**config.mk**
```make
export PLATFORM = sky130hd
export DESIGN_NAME = draw_engine
export DESIGN_NICKNAME = d
export VERILOG_FILES = /design/src/common/draw_pkg.sv /design/src/hdl/draw_regs.sv /design/src/line/line_raster.sv /design/src/fill/screen_fill.sv /design/src/hdl/draw_sequencer.sv /design/src/hdl/draw_engine.sv
export SDC_FILE = /design/constraint.sdc
export NUM_CORES = 1
export LEC_CHECK = 0
export ABC_AREA = 1
export BUFFER_PORTS_ARGS = -buffer_cell sky130_fd_sc_hd__buf_2
export CORE_UTILIZATION = 60
export DETAILED_ROUTE_END_ITERATION = 10
export PLACE_DENSITY = 0.75
export SLEW_MARGIN = 20
export SYNTH_ARGS = -nofsm -noshare
export SYNTH_HDL_FRONTEND = slang
export SYNTH_SLANG_ARGS = --single-unit
```
**constraint.sdc**
```tcl
create_clock -name clk -period 8.53 [get_ports clk]
set_input_delay 0.853 -clock clk [delete_from_list [all_inputs] [get_ports clk]]
set_output_delay 0.853 -clock clk [all_outputs]
set_load 0.01 [all_outputs]
```
**src/common/draw_pkg.sv**
```systemverilog
package draw_pkg;

    // ==================================================================
    // Screen geometry and field widths
    // ==================================================================
    localparam int screen_w     = 160;
    localparam int screen_h     = 120;
    localparam int x_width      = 8;
    localparam int y_width      = 7;
    localparam int colour_width = 3;

    // Bresenham error terms need a sign bit and headroom for 2*err
    localparam int err_width = x_width + 4;

    // ==================================================================
    // Host register map
    // ==================================================================
    localparam logic [2:0] reg_x0     = 3'd0;
    localparam logic [2:0] reg_y0     = 3'd1;
    localparam logic [2:0] reg_x1     = 3'd2;
    localparam logic [2:0] reg_y1     = 3'd3;
    localparam logic [2:0] reg_colour = 3'd4;
    localparam logic [2:0] reg_cmd    = 3'd5;
    localparam logic [2:0] reg_status = 3'd6;

    typedef enum logic [1:0] {
        op_none  = 2'd0,
        op_clear = 2'd1,
        op_line  = 2'd2,
        op_box   = 2'd3
    } draw_op_e;

    typedef enum logic [1:0] {
        raster_idle,
        raster_draw,
        raster_done
    } raster_state_e;

    typedef enum logic [2:0] {
        seq_idle,
        seq_clear,
        seq_line,
        seq_box_edge,
        seq_edge_gap,
        seq_finish
    } seq_state_e;

endpackage

```
**src/hdl/draw_regs.sv**
```systemverilog
`timescale 1ns/1ps

module draw_regs (
    input  logic                              clk,
    input  logic                              rst_n,
    input  logic                              reg_wr,
    input  logic [2:0]                        reg_addr,
    input  logic [7:0]                        reg_wdata,
    input  logic                              cmd_done,
    output logic [7:0]                        reg_rdata,
    output logic                              cmd_go,
    output draw_pkg::draw_op_e                cmd_op,
    output logic [draw_pkg::x_width-1:0]      x0,
    output logic [draw_pkg::y_width-1:0]      y0,
    output logic [draw_pkg::x_width-1:0]      x1,
    output logic [draw_pkg::y_width-1:0]      y1,
    output logic [draw_pkg::colour_width-1:0] colour,
    output logic                              busy
);

    import draw_pkg::*;

    logic dropped;
    logic cmd_valid;

    // Only the four encoded opcodes with clear upper bits start anything,
    // and op_none is a no-op
    assign cmd_valid = (reg_wdata[7:2] == 6'd0) && (reg_wdata[1:0] != op_none);

    always_ff @(posedge clk) begin
        if (!rst_n) begin
            busy    <= 1'b0;
            dropped <= 1'b0;
            cmd_go  <= 1'b0;
            cmd_op  <= op_none;
        end else begin
            cmd_go <= 1'b0;
            if (cmd_done) begin
                busy <= 1'b0;
            end
            if (reg_wr) begin
                case (reg_addr)
                    reg_x0:     x0     <= reg_wdata[x_width-1:0];
                    reg_y0:     y0     <= reg_wdata[y_width-1:0];
                    reg_x1:     x1     <= reg_wdata[x_width-1:0];
                    reg_y1:     y1     <= reg_wdata[y_width-1:0];
                    reg_colour: colour <= reg_wdata[colour_width-1:0];
                    reg_cmd: begin
                        if (busy) begin
                            dropped <= 1'b1;
                        end else begin
                            cmd_op <= draw_op_e'(reg_wdata[1:0]);
                            if (cmd_valid) begin
                                cmd_go <= 1'b1;
                                busy   <= 1'b1;
                            end
                        end
                    end
                    reg_status: dropped <= 1'b0;
                    default: ;
                endcase
            end
        end
    end

    always_comb begin
        case (reg_addr)
            reg_x0:     reg_rdata = x0;
            reg_y0:     reg_rdata = {1'b0, y0};
            reg_x1:     reg_rdata = x1;
            reg_y1:     reg_rdata = {1'b0, y1};
            reg_colour: reg_rdata = {5'd0, colour};
            reg_cmd:    reg_rdata = {6'd0, cmd_op};
            reg_status: reg_rdata = {6'd0, dropped, busy};
            default:    reg_rdata = 8'd0;
        endcase
    end

endmodule

```
**src/line/line_raster.sv**
```systemverilog
`timescale 1ns/1ps

module line_raster (
    input  logic                              clk,
    input  logic                              rst_n,
    input  logic [draw_pkg::colour_width-1:0] colour,
    input  logic [draw_pkg::x_width-1:0]      x0,
    input  logic [draw_pkg::y_width-1:0]      y0,
    input  logic [draw_pkg::x_width-1:0]      x1,
    input  logic [draw_pkg::y_width-1:0]      y1,
    input  logic                              start,
    output logic                              done,
    output logic [draw_pkg::x_width-1:0]      vga_x,
    output logic [draw_pkg::y_width-1:0]      vga_y,
    output logic [draw_pkg::colour_width-1:0] vga_colour,
    output logic                              vga_plot
);

    import draw_pkg::*;

    raster_state_e state;

    logic [x_width-1:0]          x;
    logic [y_width-1:0]          y;
    logic [colour_width-1:0]     colour_q;
    logic                        x_inc;
    logic                        y_inc;
    logic signed [err_width-1:0] dx;
    logic signed [err_width-1:0] dy;
    logic signed [err_width-1:0] err;

    logic [x_width-1:0]          adx;
    logic [y_width-1:0]          ady;
    logic signed [err_width-1:0] dx_init;
    logic signed [err_width-1:0] dy_init;
    logic signed [err_width-1:0] e2;
    logic signed [err_width-1:0] err_nxt;
    logic                        step_x;
    logic                        step_y;
    logic [x_width-1:0]          x_nxt;
    logic [y_width-1:0]          y_nxt;

    function automatic logic on_screen(input logic [x_width-1:0] px,
                                       input logic [y_width-1:0] py);
        return (px < screen_w) && (py < screen_h);
    endfunction

    // ==================================================================
    // Setup terms and one Bresenham step
    // ==================================================================
    always_comb begin
        adx     = (x1 >= x0) ? x1 - x0 : x0 - x1;
        ady     = (y1 >= y0) ? y1 - y0 : y0 - y1;
        dx_init = err_width'(adx);
        dy_init = -err_width'(ady);

        e2     = err <<< 1;
        step_x = (e2 >= dy);
        step_y = (e2 <= dx);

        err_nxt = err;
        x_nxt   = x;
        y_nxt   = y;
        if (step_x) begin
            err_nxt = err_nxt + dy;
            x_nxt   = x_inc ? x + 1'b1 : x - 1'b1;
        end
        if (step_y) begin
            err_nxt = err_nxt + dx;
            y_nxt   = y_inc ? y + 1'b1 : y - 1'b1;
        end
    end

    always_ff @(posedge clk) begin
        if (!rst_n) begin
            state    <= raster_idle;
            vga_plot <= 1'b0;
            done     <= 1'b0;
        end else begin
            case (state)
                raster_idle: begin
                    if (start) begin
                        state    <= raster_draw;
                        colour_q <= colour;
                        x        <= x0;
                        y        <= y0;
                        x_inc    <= (x1 >= x0);
                        y_inc    <= (y1 >= y0);
                        dx       <= dx_init;
                        dy       <= dy_init;
                        err      <= dx_init + dy_init;
                        vga_plot <= on_screen(x0, y0);
                    end
                end
                raster_draw: begin
                    if (!start) begin
                        state    <= raster_idle;
                        vga_plot <= 1'b0;
                    end else if (x == x1 && y == y1) begin
                        state    <= raster_done;
                        vga_plot <= 1'b0;
                        done     <= 1'b1;
                    end else begin
                        x        <= x_nxt;
                        y        <= y_nxt;
                        err      <= err_nxt;
                        // Clipped pixels still use up their cycle
                        vga_plot <= on_screen(x_nxt, y_nxt);
                    end
                end
                raster_done: begin
                    if (!start) begin
                        state <= raster_idle;
                        done  <= 1'b0;
                    end
                end
                default: begin
                    state    <= raster_idle;
                    vga_plot <= 1'b0;
                    done     <= 1'b0;
                end
            endcase
        end
    end

    assign vga_x      = x;
    assign vga_y      = y;
    assign vga_colour = colour_q;

endmodule

```
**src/fill/screen_fill.sv**
```systemverilog
`timescale 1ns/1ps

module screen_fill (
    input  logic                              clk,
    input  logic                              rst_n,
    input  logic [draw_pkg::colour_width-1:0] colour,
    input  logic                              start,
    output logic                              done,
    output logic [draw_pkg::x_width-1:0]      vga_x,
    output logic [draw_pkg::y_width-1:0]      vga_y,
    output logic [draw_pkg::colour_width-1:0] vga_colour,
    output logic                              vga_plot
);

    import draw_pkg::*;

    raster_state_e state;

    logic [x_width-1:0]      x;
    logic [y_width-1:0]      y;
    logic [colour_width-1:0] colour_q;
    logic                    x_last;
    logic                    y_last;

    assign x_last = (x == x_width'(screen_w - 1));
    assign y_last = (y == y_width'(screen_h - 1));

    // Same start and done handshake as the line rasterizer
    always_ff @(posedge clk) begin
        if (!rst_n) begin
            state    <= raster_idle;
            vga_plot <= 1'b0;
            done     <= 1'b0;
        end else begin
            case (state)
                raster_idle: begin
                    if (start) begin
                        state    <= raster_draw;
                        colour_q <= colour;
                        x        <= '0;
                        y        <= '0;
                        vga_plot <= 1'b1;
                    end
                end
                raster_draw: begin
                    if (!start) begin
                        state    <= raster_idle;
                        vga_plot <= 1'b0;
                    end else if (x_last && y_last) begin
                        state    <= raster_done;
                        vga_plot <= 1'b0;
                        done     <= 1'b1;
                    end else if (x_last) begin
                        x <= '0;
                        y <= y + 1'b1;
                    end else begin
                        x <= x + 1'b1;
                    end
                end
                raster_done: begin
                    if (!start) begin
                        state <= raster_idle;
                        done  <= 1'b0;
                    end
                end
                default: begin
                    state    <= raster_idle;
                    vga_plot <= 1'b0;
                    done     <= 1'b0;
                end
            endcase
        end
    end

    assign vga_x      = x;
    assign vga_y      = y;
    assign vga_colour = colour_q;

endmodule

```
**src/hdl/draw_sequencer.sv**
```systemverilog
`timescale 1ns/1ps

module draw_sequencer (
    input  logic                              clk,
    input  logic                              rst_n,
    input  logic                              cmd_go,
    input  draw_pkg::draw_op_e                cmd_op,
    input  logic [draw_pkg::x_width-1:0]      x0,
    input  logic [draw_pkg::y_width-1:0]      y0,
    input  logic [draw_pkg::x_width-1:0]      x1,
    input  logic [draw_pkg::y_width-1:0]      y1,
    input  logic [draw_pkg::colour_width-1:0] colour,
    input  logic                              line_done,
    input  logic [draw_pkg::x_width-1:0]      line_x,
    input  logic [draw_pkg::y_width-1:0]      line_y,
    input  logic [draw_pkg::colour_width-1:0] line_colour,
    input  logic                              line_plot,
    input  logic                              fill_done,
    input  logic [draw_pkg::x_width-1:0]      fill_x,
    input  logic [draw_pkg::y_width-1:0]      fill_y,
    input  logic [draw_pkg::colour_width-1:0] fill_colour,
    input  logic                              fill_plot,
    output logic                              cmd_done,
    output logic                              line_start,
    output logic [draw_pkg::x_width-1:0]      lx0,
    output logic [draw_pkg::y_width-1:0]      ly0,
    output logic [draw_pkg::x_width-1:0]      lx1,
    output logic [draw_pkg::y_width-1:0]      ly1,
    output logic [draw_pkg::colour_width-1:0] line_col_in,
    output logic                              fill_start,
    output logic [draw_pkg::colour_width-1:0] fill_col_in,
    output logic [draw_pkg::x_width-1:0]      pix_x,
    output logic [draw_pkg::y_width-1:0]      pix_y,
    output logic [draw_pkg::colour_width-1:0] pix_colour,
    output logic                              pix_plot
);

    import draw_pkg::*;

    seq_state_e state;

    logic [1:0]              edge_cnt;
    logic [x_width-1:0]      cx0;
    logic [y_width-1:0]      cy0;
    logic [x_width-1:0]      cx1;
    logic [y_width-1:0]      cy1;
    logic [colour_width-1:0] col_q;
    logic                    use_fill;

    // ==================================================================
    // Command FSM
    // ==================================================================
    always_ff @(posedge clk) begin
        if (!rst_n) begin
            state    <= seq_idle;
            edge_cnt <= 2'd0;
        end else begin
            case (state)
                seq_idle: begin
                    if (cmd_go) begin
                        cx0      <= x0;
                        cy0      <= y0;
                        cx1      <= x1;
                        cy1      <= y1;
                        col_q    <= colour;
                        edge_cnt <= 2'd0;
                        case (cmd_op)
                            op_clear: state <= seq_clear;
                            op_line:  state <= seq_line;
                            op_box:   state <= seq_box_edge;
                            default:  state <= seq_finish;
                        endcase
                    end
                end
                seq_clear: if (fill_done) state <= seq_finish;
                seq_line:  if (line_done) state <= seq_finish;
                seq_box_edge: begin
                    if (line_done) begin
                        if (edge_cnt == 2'd3) begin
                            state <= seq_finish;
                        end else begin
                            edge_cnt <= edge_cnt + 2'd1;
                            state    <= seq_edge_gap;
                        end
                    end
                end
                // Start stays low here so the rasterizer drops back to idle
                seq_edge_gap: state <= seq_box_edge;
                default:      state <= seq_idle;
            endcase
        end
    end

    // Box edges run clockwise from (x0,y0) and share their corners
    always_comb begin
        lx0 = cx0;
        ly0 = cy0;
        lx1 = cx1;
        ly1 = cy1;
        if (state == seq_box_edge || state == seq_edge_gap) begin
            case (edge_cnt)
                2'd0: ly1 = cy0;
                2'd1: lx0 = cx1;
                2'd2: begin
                    lx0 = cx1;
                    ly0 = cy1;
                    lx1 = cx0;
                end
                default: begin
                    ly0 = cy1;
                    lx1 = cx0;
                    ly1 = cy0;
                end
            endcase
        end
    end

    assign line_start  = (state == seq_line) || (state == seq_box_edge);
    assign fill_start  = (state == seq_clear);
    assign cmd_done    = (state == seq_finish);
    assign line_col_in = col_q;
    assign fill_col_in = col_q;

    // Pixel source follows the state, so there is no extra latency
    assign use_fill   = (state == seq_clear);
    assign pix_x      = use_fill ? fill_x      : line_x;
    assign pix_y      = use_fill ? fill_y      : line_y;
    assign pix_colour = use_fill ? fill_colour : line_colour;
    assign pix_plot   = use_fill ? fill_plot   : line_plot;

endmodule

```
**src/hdl/draw_engine.sv**
```systemverilog
`timescale 1ns/1ps

module draw_engine (
    input  logic                              clk,
    input  logic                              rst_n,
    input  logic                              reg_wr,
    input  logic [2:0]                        reg_addr,
    input  logic [7:0]                        reg_wdata,
    output logic [7:0]                        reg_rdata,
    output logic [draw_pkg::x_width-1:0]      pix_x,
    output logic [draw_pkg::y_width-1:0]      pix_y,
    output logic [draw_pkg::colour_width-1:0] pix_colour,
    output logic                              pix_plot,
    output logic                              cmd_done
);

    import draw_pkg::*;

    logic                    cmd_go;
    draw_op_e                cmd_op;
    logic [x_width-1:0]      x0;
    logic [y_width-1:0]      y0;
    logic [x_width-1:0]      x1;
    logic [y_width-1:0]      y1;
    logic [colour_width-1:0] colour;
    logic                    busy;

    logic                    line_start;
    logic                    line_done;
    logic [x_width-1:0]      lx0;
    logic [y_width-1:0]      ly0;
    logic [x_width-1:0]      lx1;
    logic [y_width-1:0]      ly1;
    logic [colour_width-1:0] line_col_in;
    logic [x_width-1:0]      line_x;
    logic [y_width-1:0]      line_y;
    logic [colour_width-1:0] line_colour;
    logic                    line_plot;

    logic                    fill_start;
    logic                    fill_done;
    logic [colour_width-1:0] fill_col_in;
    logic [x_width-1:0]      fill_x;
    logic [y_width-1:0]      fill_y;
    logic [colour_width-1:0] fill_colour;
    logic                    fill_plot;

    draw_regs u_regs (
        .clk       (clk),
        .rst_n     (rst_n),
        .reg_wr    (reg_wr),
        .reg_addr  (reg_addr),
        .reg_wdata (reg_wdata),
        .cmd_done  (cmd_done),
        .reg_rdata (reg_rdata),
        .cmd_go    (cmd_go),
        .cmd_op    (cmd_op),
        .x0        (x0),
        .y0        (y0),
        .x1        (x1),
        .y1        (y1),
        .colour    (colour),
        .busy      (busy)
    );

    draw_sequencer u_seq (
        .clk         (clk),
        .rst_n       (rst_n),
        .cmd_go      (cmd_go),
        .cmd_op      (cmd_op),
        .x0          (x0),
        .y0          (y0),
        .x1          (x1),
        .y1          (y1),
        .colour      (colour),
        .line_done   (line_done),
        .line_x      (line_x),
        .line_y      (line_y),
        .line_colour (line_colour),
        .line_plot   (line_plot),
        .fill_done   (fill_done),
        .fill_x      (fill_x),
        .fill_y      (fill_y),
        .fill_colour (fill_colour),
        .fill_plot   (fill_plot),
        .cmd_done    (cmd_done),
        .line_start  (line_start),
        .lx0         (lx0),
        .ly0         (ly0),
        .lx1         (lx1),
        .ly1         (ly1),
        .line_col_in (line_col_in),
        .fill_start  (fill_start),
        .fill_col_in (fill_col_in),
        .pix_x       (pix_x),
        .pix_y       (pix_y),
        .pix_colour  (pix_colour),
        .pix_plot    (pix_plot)
    );

    line_raster u_line (
        .clk        (clk),
        .rst_n      (rst_n),
        .colour     (line_col_in),
        .x0         (lx0),
        .y0         (ly0),
        .x1         (lx1),
        .y1         (ly1),
        .start      (line_start),
        .done       (line_done),
        .vga_x      (line_x),
        .vga_y      (line_y),
        .vga_colour (line_colour),
        .vga_plot   (line_plot)
    );

    screen_fill u_fill (
        .clk        (clk),
        .rst_n      (rst_n),
        .colour     (fill_col_in),
        .start      (fill_start),
        .done       (fill_done),
        .vga_x      (fill_x),
        .vga_y      (fill_y),
        .vga_colour (fill_colour),
        .vga_plot   (fill_plot)
    );

endmodule

```
==> metrics.md <==
| Metric | Value |
|---|---|
| Antenna violations before repair | 0 |
| Syn Area/Cell | 8.222 um^2 |
| Nets | 1456 |
| Netlist cell types | 56 |
| H-tree depth | 4 |
| Gr ovfl total | 0 |
| Setup_tns | 0 ns |
| Starting density of the core | 0.6182 |
| Final Hold Violating Endpoints | 0 |
| Fin. max-slew vios | 0 |
| Num CTS Buffers | 17 |
| Worst-case clock skew | 0.01133 ns |
| Hold path start | u_regs.x1[4] |
| Most frequent CP cell | inv_1 |
| Comb power frac | 0.439 |
| Most used DFF post-synth | edfxtp_1 |
| Async SR Flop Fraction | 0 |
| Layer with the highest usage | met2 |
| Fin Hold WS | 0.4563 ns |
| Switching fraction of total power | 0.4087 |
| Cells on worst reg2reg path | 27 |
| Total net switching power | 1.329 mW |
| Fmax | 180.0 MHz |
| WHS Path Cells | 0 |
| Die area | 0.01842 mm^2 |
| Top-count cell post-synth | nand2_1 |
| Ratio of cells with drive above 1 in the final layout | 0.09993 |
| Largest net degree at the start of global routing | 34 |
| Cell Pwr Density | 274.8 mW/mm^2 |
| Final antenna-violating net count | 0 |
| Final Critical Period | 5.554 ns |
| CTS Hold Bufs | 0 |
| Total power | 3.250 mW |
| Max-cap check violation count | 0 |
| Fraction of the yosys area taken by sequential cells | 0.4086 |
| Status | complete, no violations |
| Area grow syn2layout | 10.23% |
| Maximum vdd drop | 0.1850 mV |
| Fin cells | 1586 |
| Crit-path max cell delay | 0.52 ns |
| IO buf count | 41 |
| Worst-path cell with the longest stage delay | o21ai_0 |
| Crit path max fanout | 22 |
| Synth top area cells | edfxtp_1 38%, nand2_1 10%, ha_1 9.9%, inv_1 6.8%, o21ai_0 4.9% |
| Met3 GRT Util | 0.04115 |
| CP Capture Type | flop |
| Residual DRC | 0 |
| Top cell type's share of synthesized area | 0.3750 |
| Leakage | 5.421 nW |
| Routing usage on met1 | 0.3521 |
| # rows | 48 |
| Post-CTS sizing | 0 |
| Slew of the pin with the lowest slew margin | 1.001 ns |
| Clock share of power | 0.259 |
| Reg power frac | 0.302 |
| Final Cell Area | 0.01183 mm^2 |
| R2R Setup Slk | 2.98 ns |
| Global-route total usage across every layer | 0.2912 |
| Area leader, netlist | edfxtp_1 |
| Diodes inserted | 0 |
| Die H | 135.7 um |
| Routability cong. | 0.9347 |
| CTS sink count | 152 |
| Period utilisation layout | 0.6512 |
| Vias per inst | 5.680 |
| Req. time, crit path | 8.71 ns |
| Synthesized flop and latch total | 152 |
| Worst Hold Class | reg -> reg |
| Crit path DAT | 5.73 ns |
| Drt first-iter violations | 681 |
| Post-Place Cells | 1554 |
| Post-DP HPWL | 20180 um |
| Synth warn | 0 |
| Crit Path Class | reg -> reg |
| First-pass GRT wire length | 40880 um |
| WL/cell | 16.50 um |
| # IOs | 42 |
| First-pass DRT Iterations | 5 |
| TritonCTS clock tree | yes |
| Worst-Skew Late Latency | 0.43 ns |
| R2r startpoint | u_seq.edge_cnt[0] |
| Slew HR | 0.3274 |
| # Post-CTS Setup Buffers | 0 |
| RSZ-0062 raised after global routing | false |
| CP Launch Type | flop |
| GR Layer Usage met2 | 0.5096 |
| Reg clk slew, reported paths | 0.06 ns |
| DP Area | 0.01117 mm^2 |
| Final setup vio count | 0 |
| Mapped Cells | 1305 |
| Fillers | 1429 |
| Post-synth EDFFs | 134 |
| Internal | 1.922 mW |
| Vias in the first global route | 8385 |
| Cell Area, Synth | 0.01073 mm^2 |
| CTS Buffer Depth | 2 |
| Synth top cells by count | 295 x nand2_1, 194 x inv_1, 134 x edfxtp_1, 106 x o21ai_0, 94 x nor2_1 |
| Core ar. | 0.01736 mm^2 |
| Routed via count | 9008 |
| Syn_nets | 1413 |
| Worst reg2reg path endpoint | u_line.err[9] |
| Root Buffer | clkbuf_16 |
| Die W | 135.7 um |
| Total wire length | 26180 um |
| Worst hold endpoint | u_seq.cx1[4] |
## placed cells by master, fill, tap and decap left out, types with 37 or more instances in the layout
cell and count:
nand2_1 295, inv_1 194, edfxtp_1 134, o21ai_0 106, nor2_1 94, ha_1 85
a21oi_1 78, nand3_1 51, buf_2 41, xor2_1 37
## layer usage
metal	vias to the layer above	wire, um
met3	62	1264
met1	4162	10830
met5	-	0
met4	0	937
met2	306	13140
li1	4478	-
## critical path, delay by kind of cell (launching register included)
family	cells	cell delay, ns
xor+xnor	1	0.17
buf+inv	6	0.51
compound gates	5	1.31
flops	1	0.36
simple gates	11	1.77
fa+ha+maj	4	1.19
## worst max-delay path by stage
stage	from	endpoint	slack [ns]	depth (start not counted)
6_report	u_seq.edge_cnt[0]	u_line.err[9]	2.98	27
5_1_grt	u_seq.state[1]	u_line.err[9]	2.51	30
4_1_cts	u_seq.state[2]	u_line.err[9]	3.03	27
3_5_place_dp	u_seq.state[2]	u_line.err[9]	3.03	27
3_3_place_gp	u_seq.state[2]	u_line.err[9]	3.21	28
2_1_floorplan	u_seq.edge_cnt[0]	u_line.err[9]	3.93	28
## power by group through the flow
stage	clock, mW	sequential, mW	combinational (mW)
3_5_place_dp	0	0.997	1.40
5_1_grt	0.872	0.990	1.62
2_1_floorplan	0	0.974	1.09
6_report	0.842	0.983	1.43
4_1_cts	0.847	0.981	1.42
3_3_place_gp	0	0.995	1.37
## registers in the layout, summed over array words and instances (netlist names), 8 cells and up
name and count:
u_fill.vga_x 8, u_line.dx 8, u_line.dy 11, u_line.err 11, u_line.vga_x 8, u_regs.x0 8, u_regs.x1 8, u_seq.cx0 8
u_seq.cx1 8
## per-stage QoR
step                setup slack, ns    util
CTS                           3.026  0.6814
global route                  2.511  0.6814
finish                        2.976  0.6814
detailed placement            3.030  0.6438
floorplan                     3.926       -
global placement              3.214  0.6438
## area by class of cell
| cell class | count | area [um^2] | area share |
|---|---|---|---|
| flip-flops and latches | 152 | 4384 | 0.3707 |
| inverters | 198 | 743.2 | 0.06284 |
| clock inverters | 15 | 227.7 | 0.01925 |
| repair buffers | 48 | 257.7 | 0.02179 |
| well taps | 225 | 281.5 | 0.02380 |
| multi-input cells | 931 | 5508 | 0.4657 |
| clock buffers | 17 | 425.4 | 0.03597 |
## cells by family after synthesis
| group | count (synthesis) | share of synthesized area |
|---|---|---|
| buffers and inverters | 222 | 0.07964 |
| muxes | 5 | 0.004664 |
| and+or+nand+nor | 541 | 0.2236 |
| xor gates and xnor gates | 49 | 0.04000 |
| AOI/OAI and AO/OA | 242 | 0.1276 |
| adders and majority gates | 94 | 0.1159 |
| DFF | 152 | 0.4086 |
(Power assumes the default switching activity.)
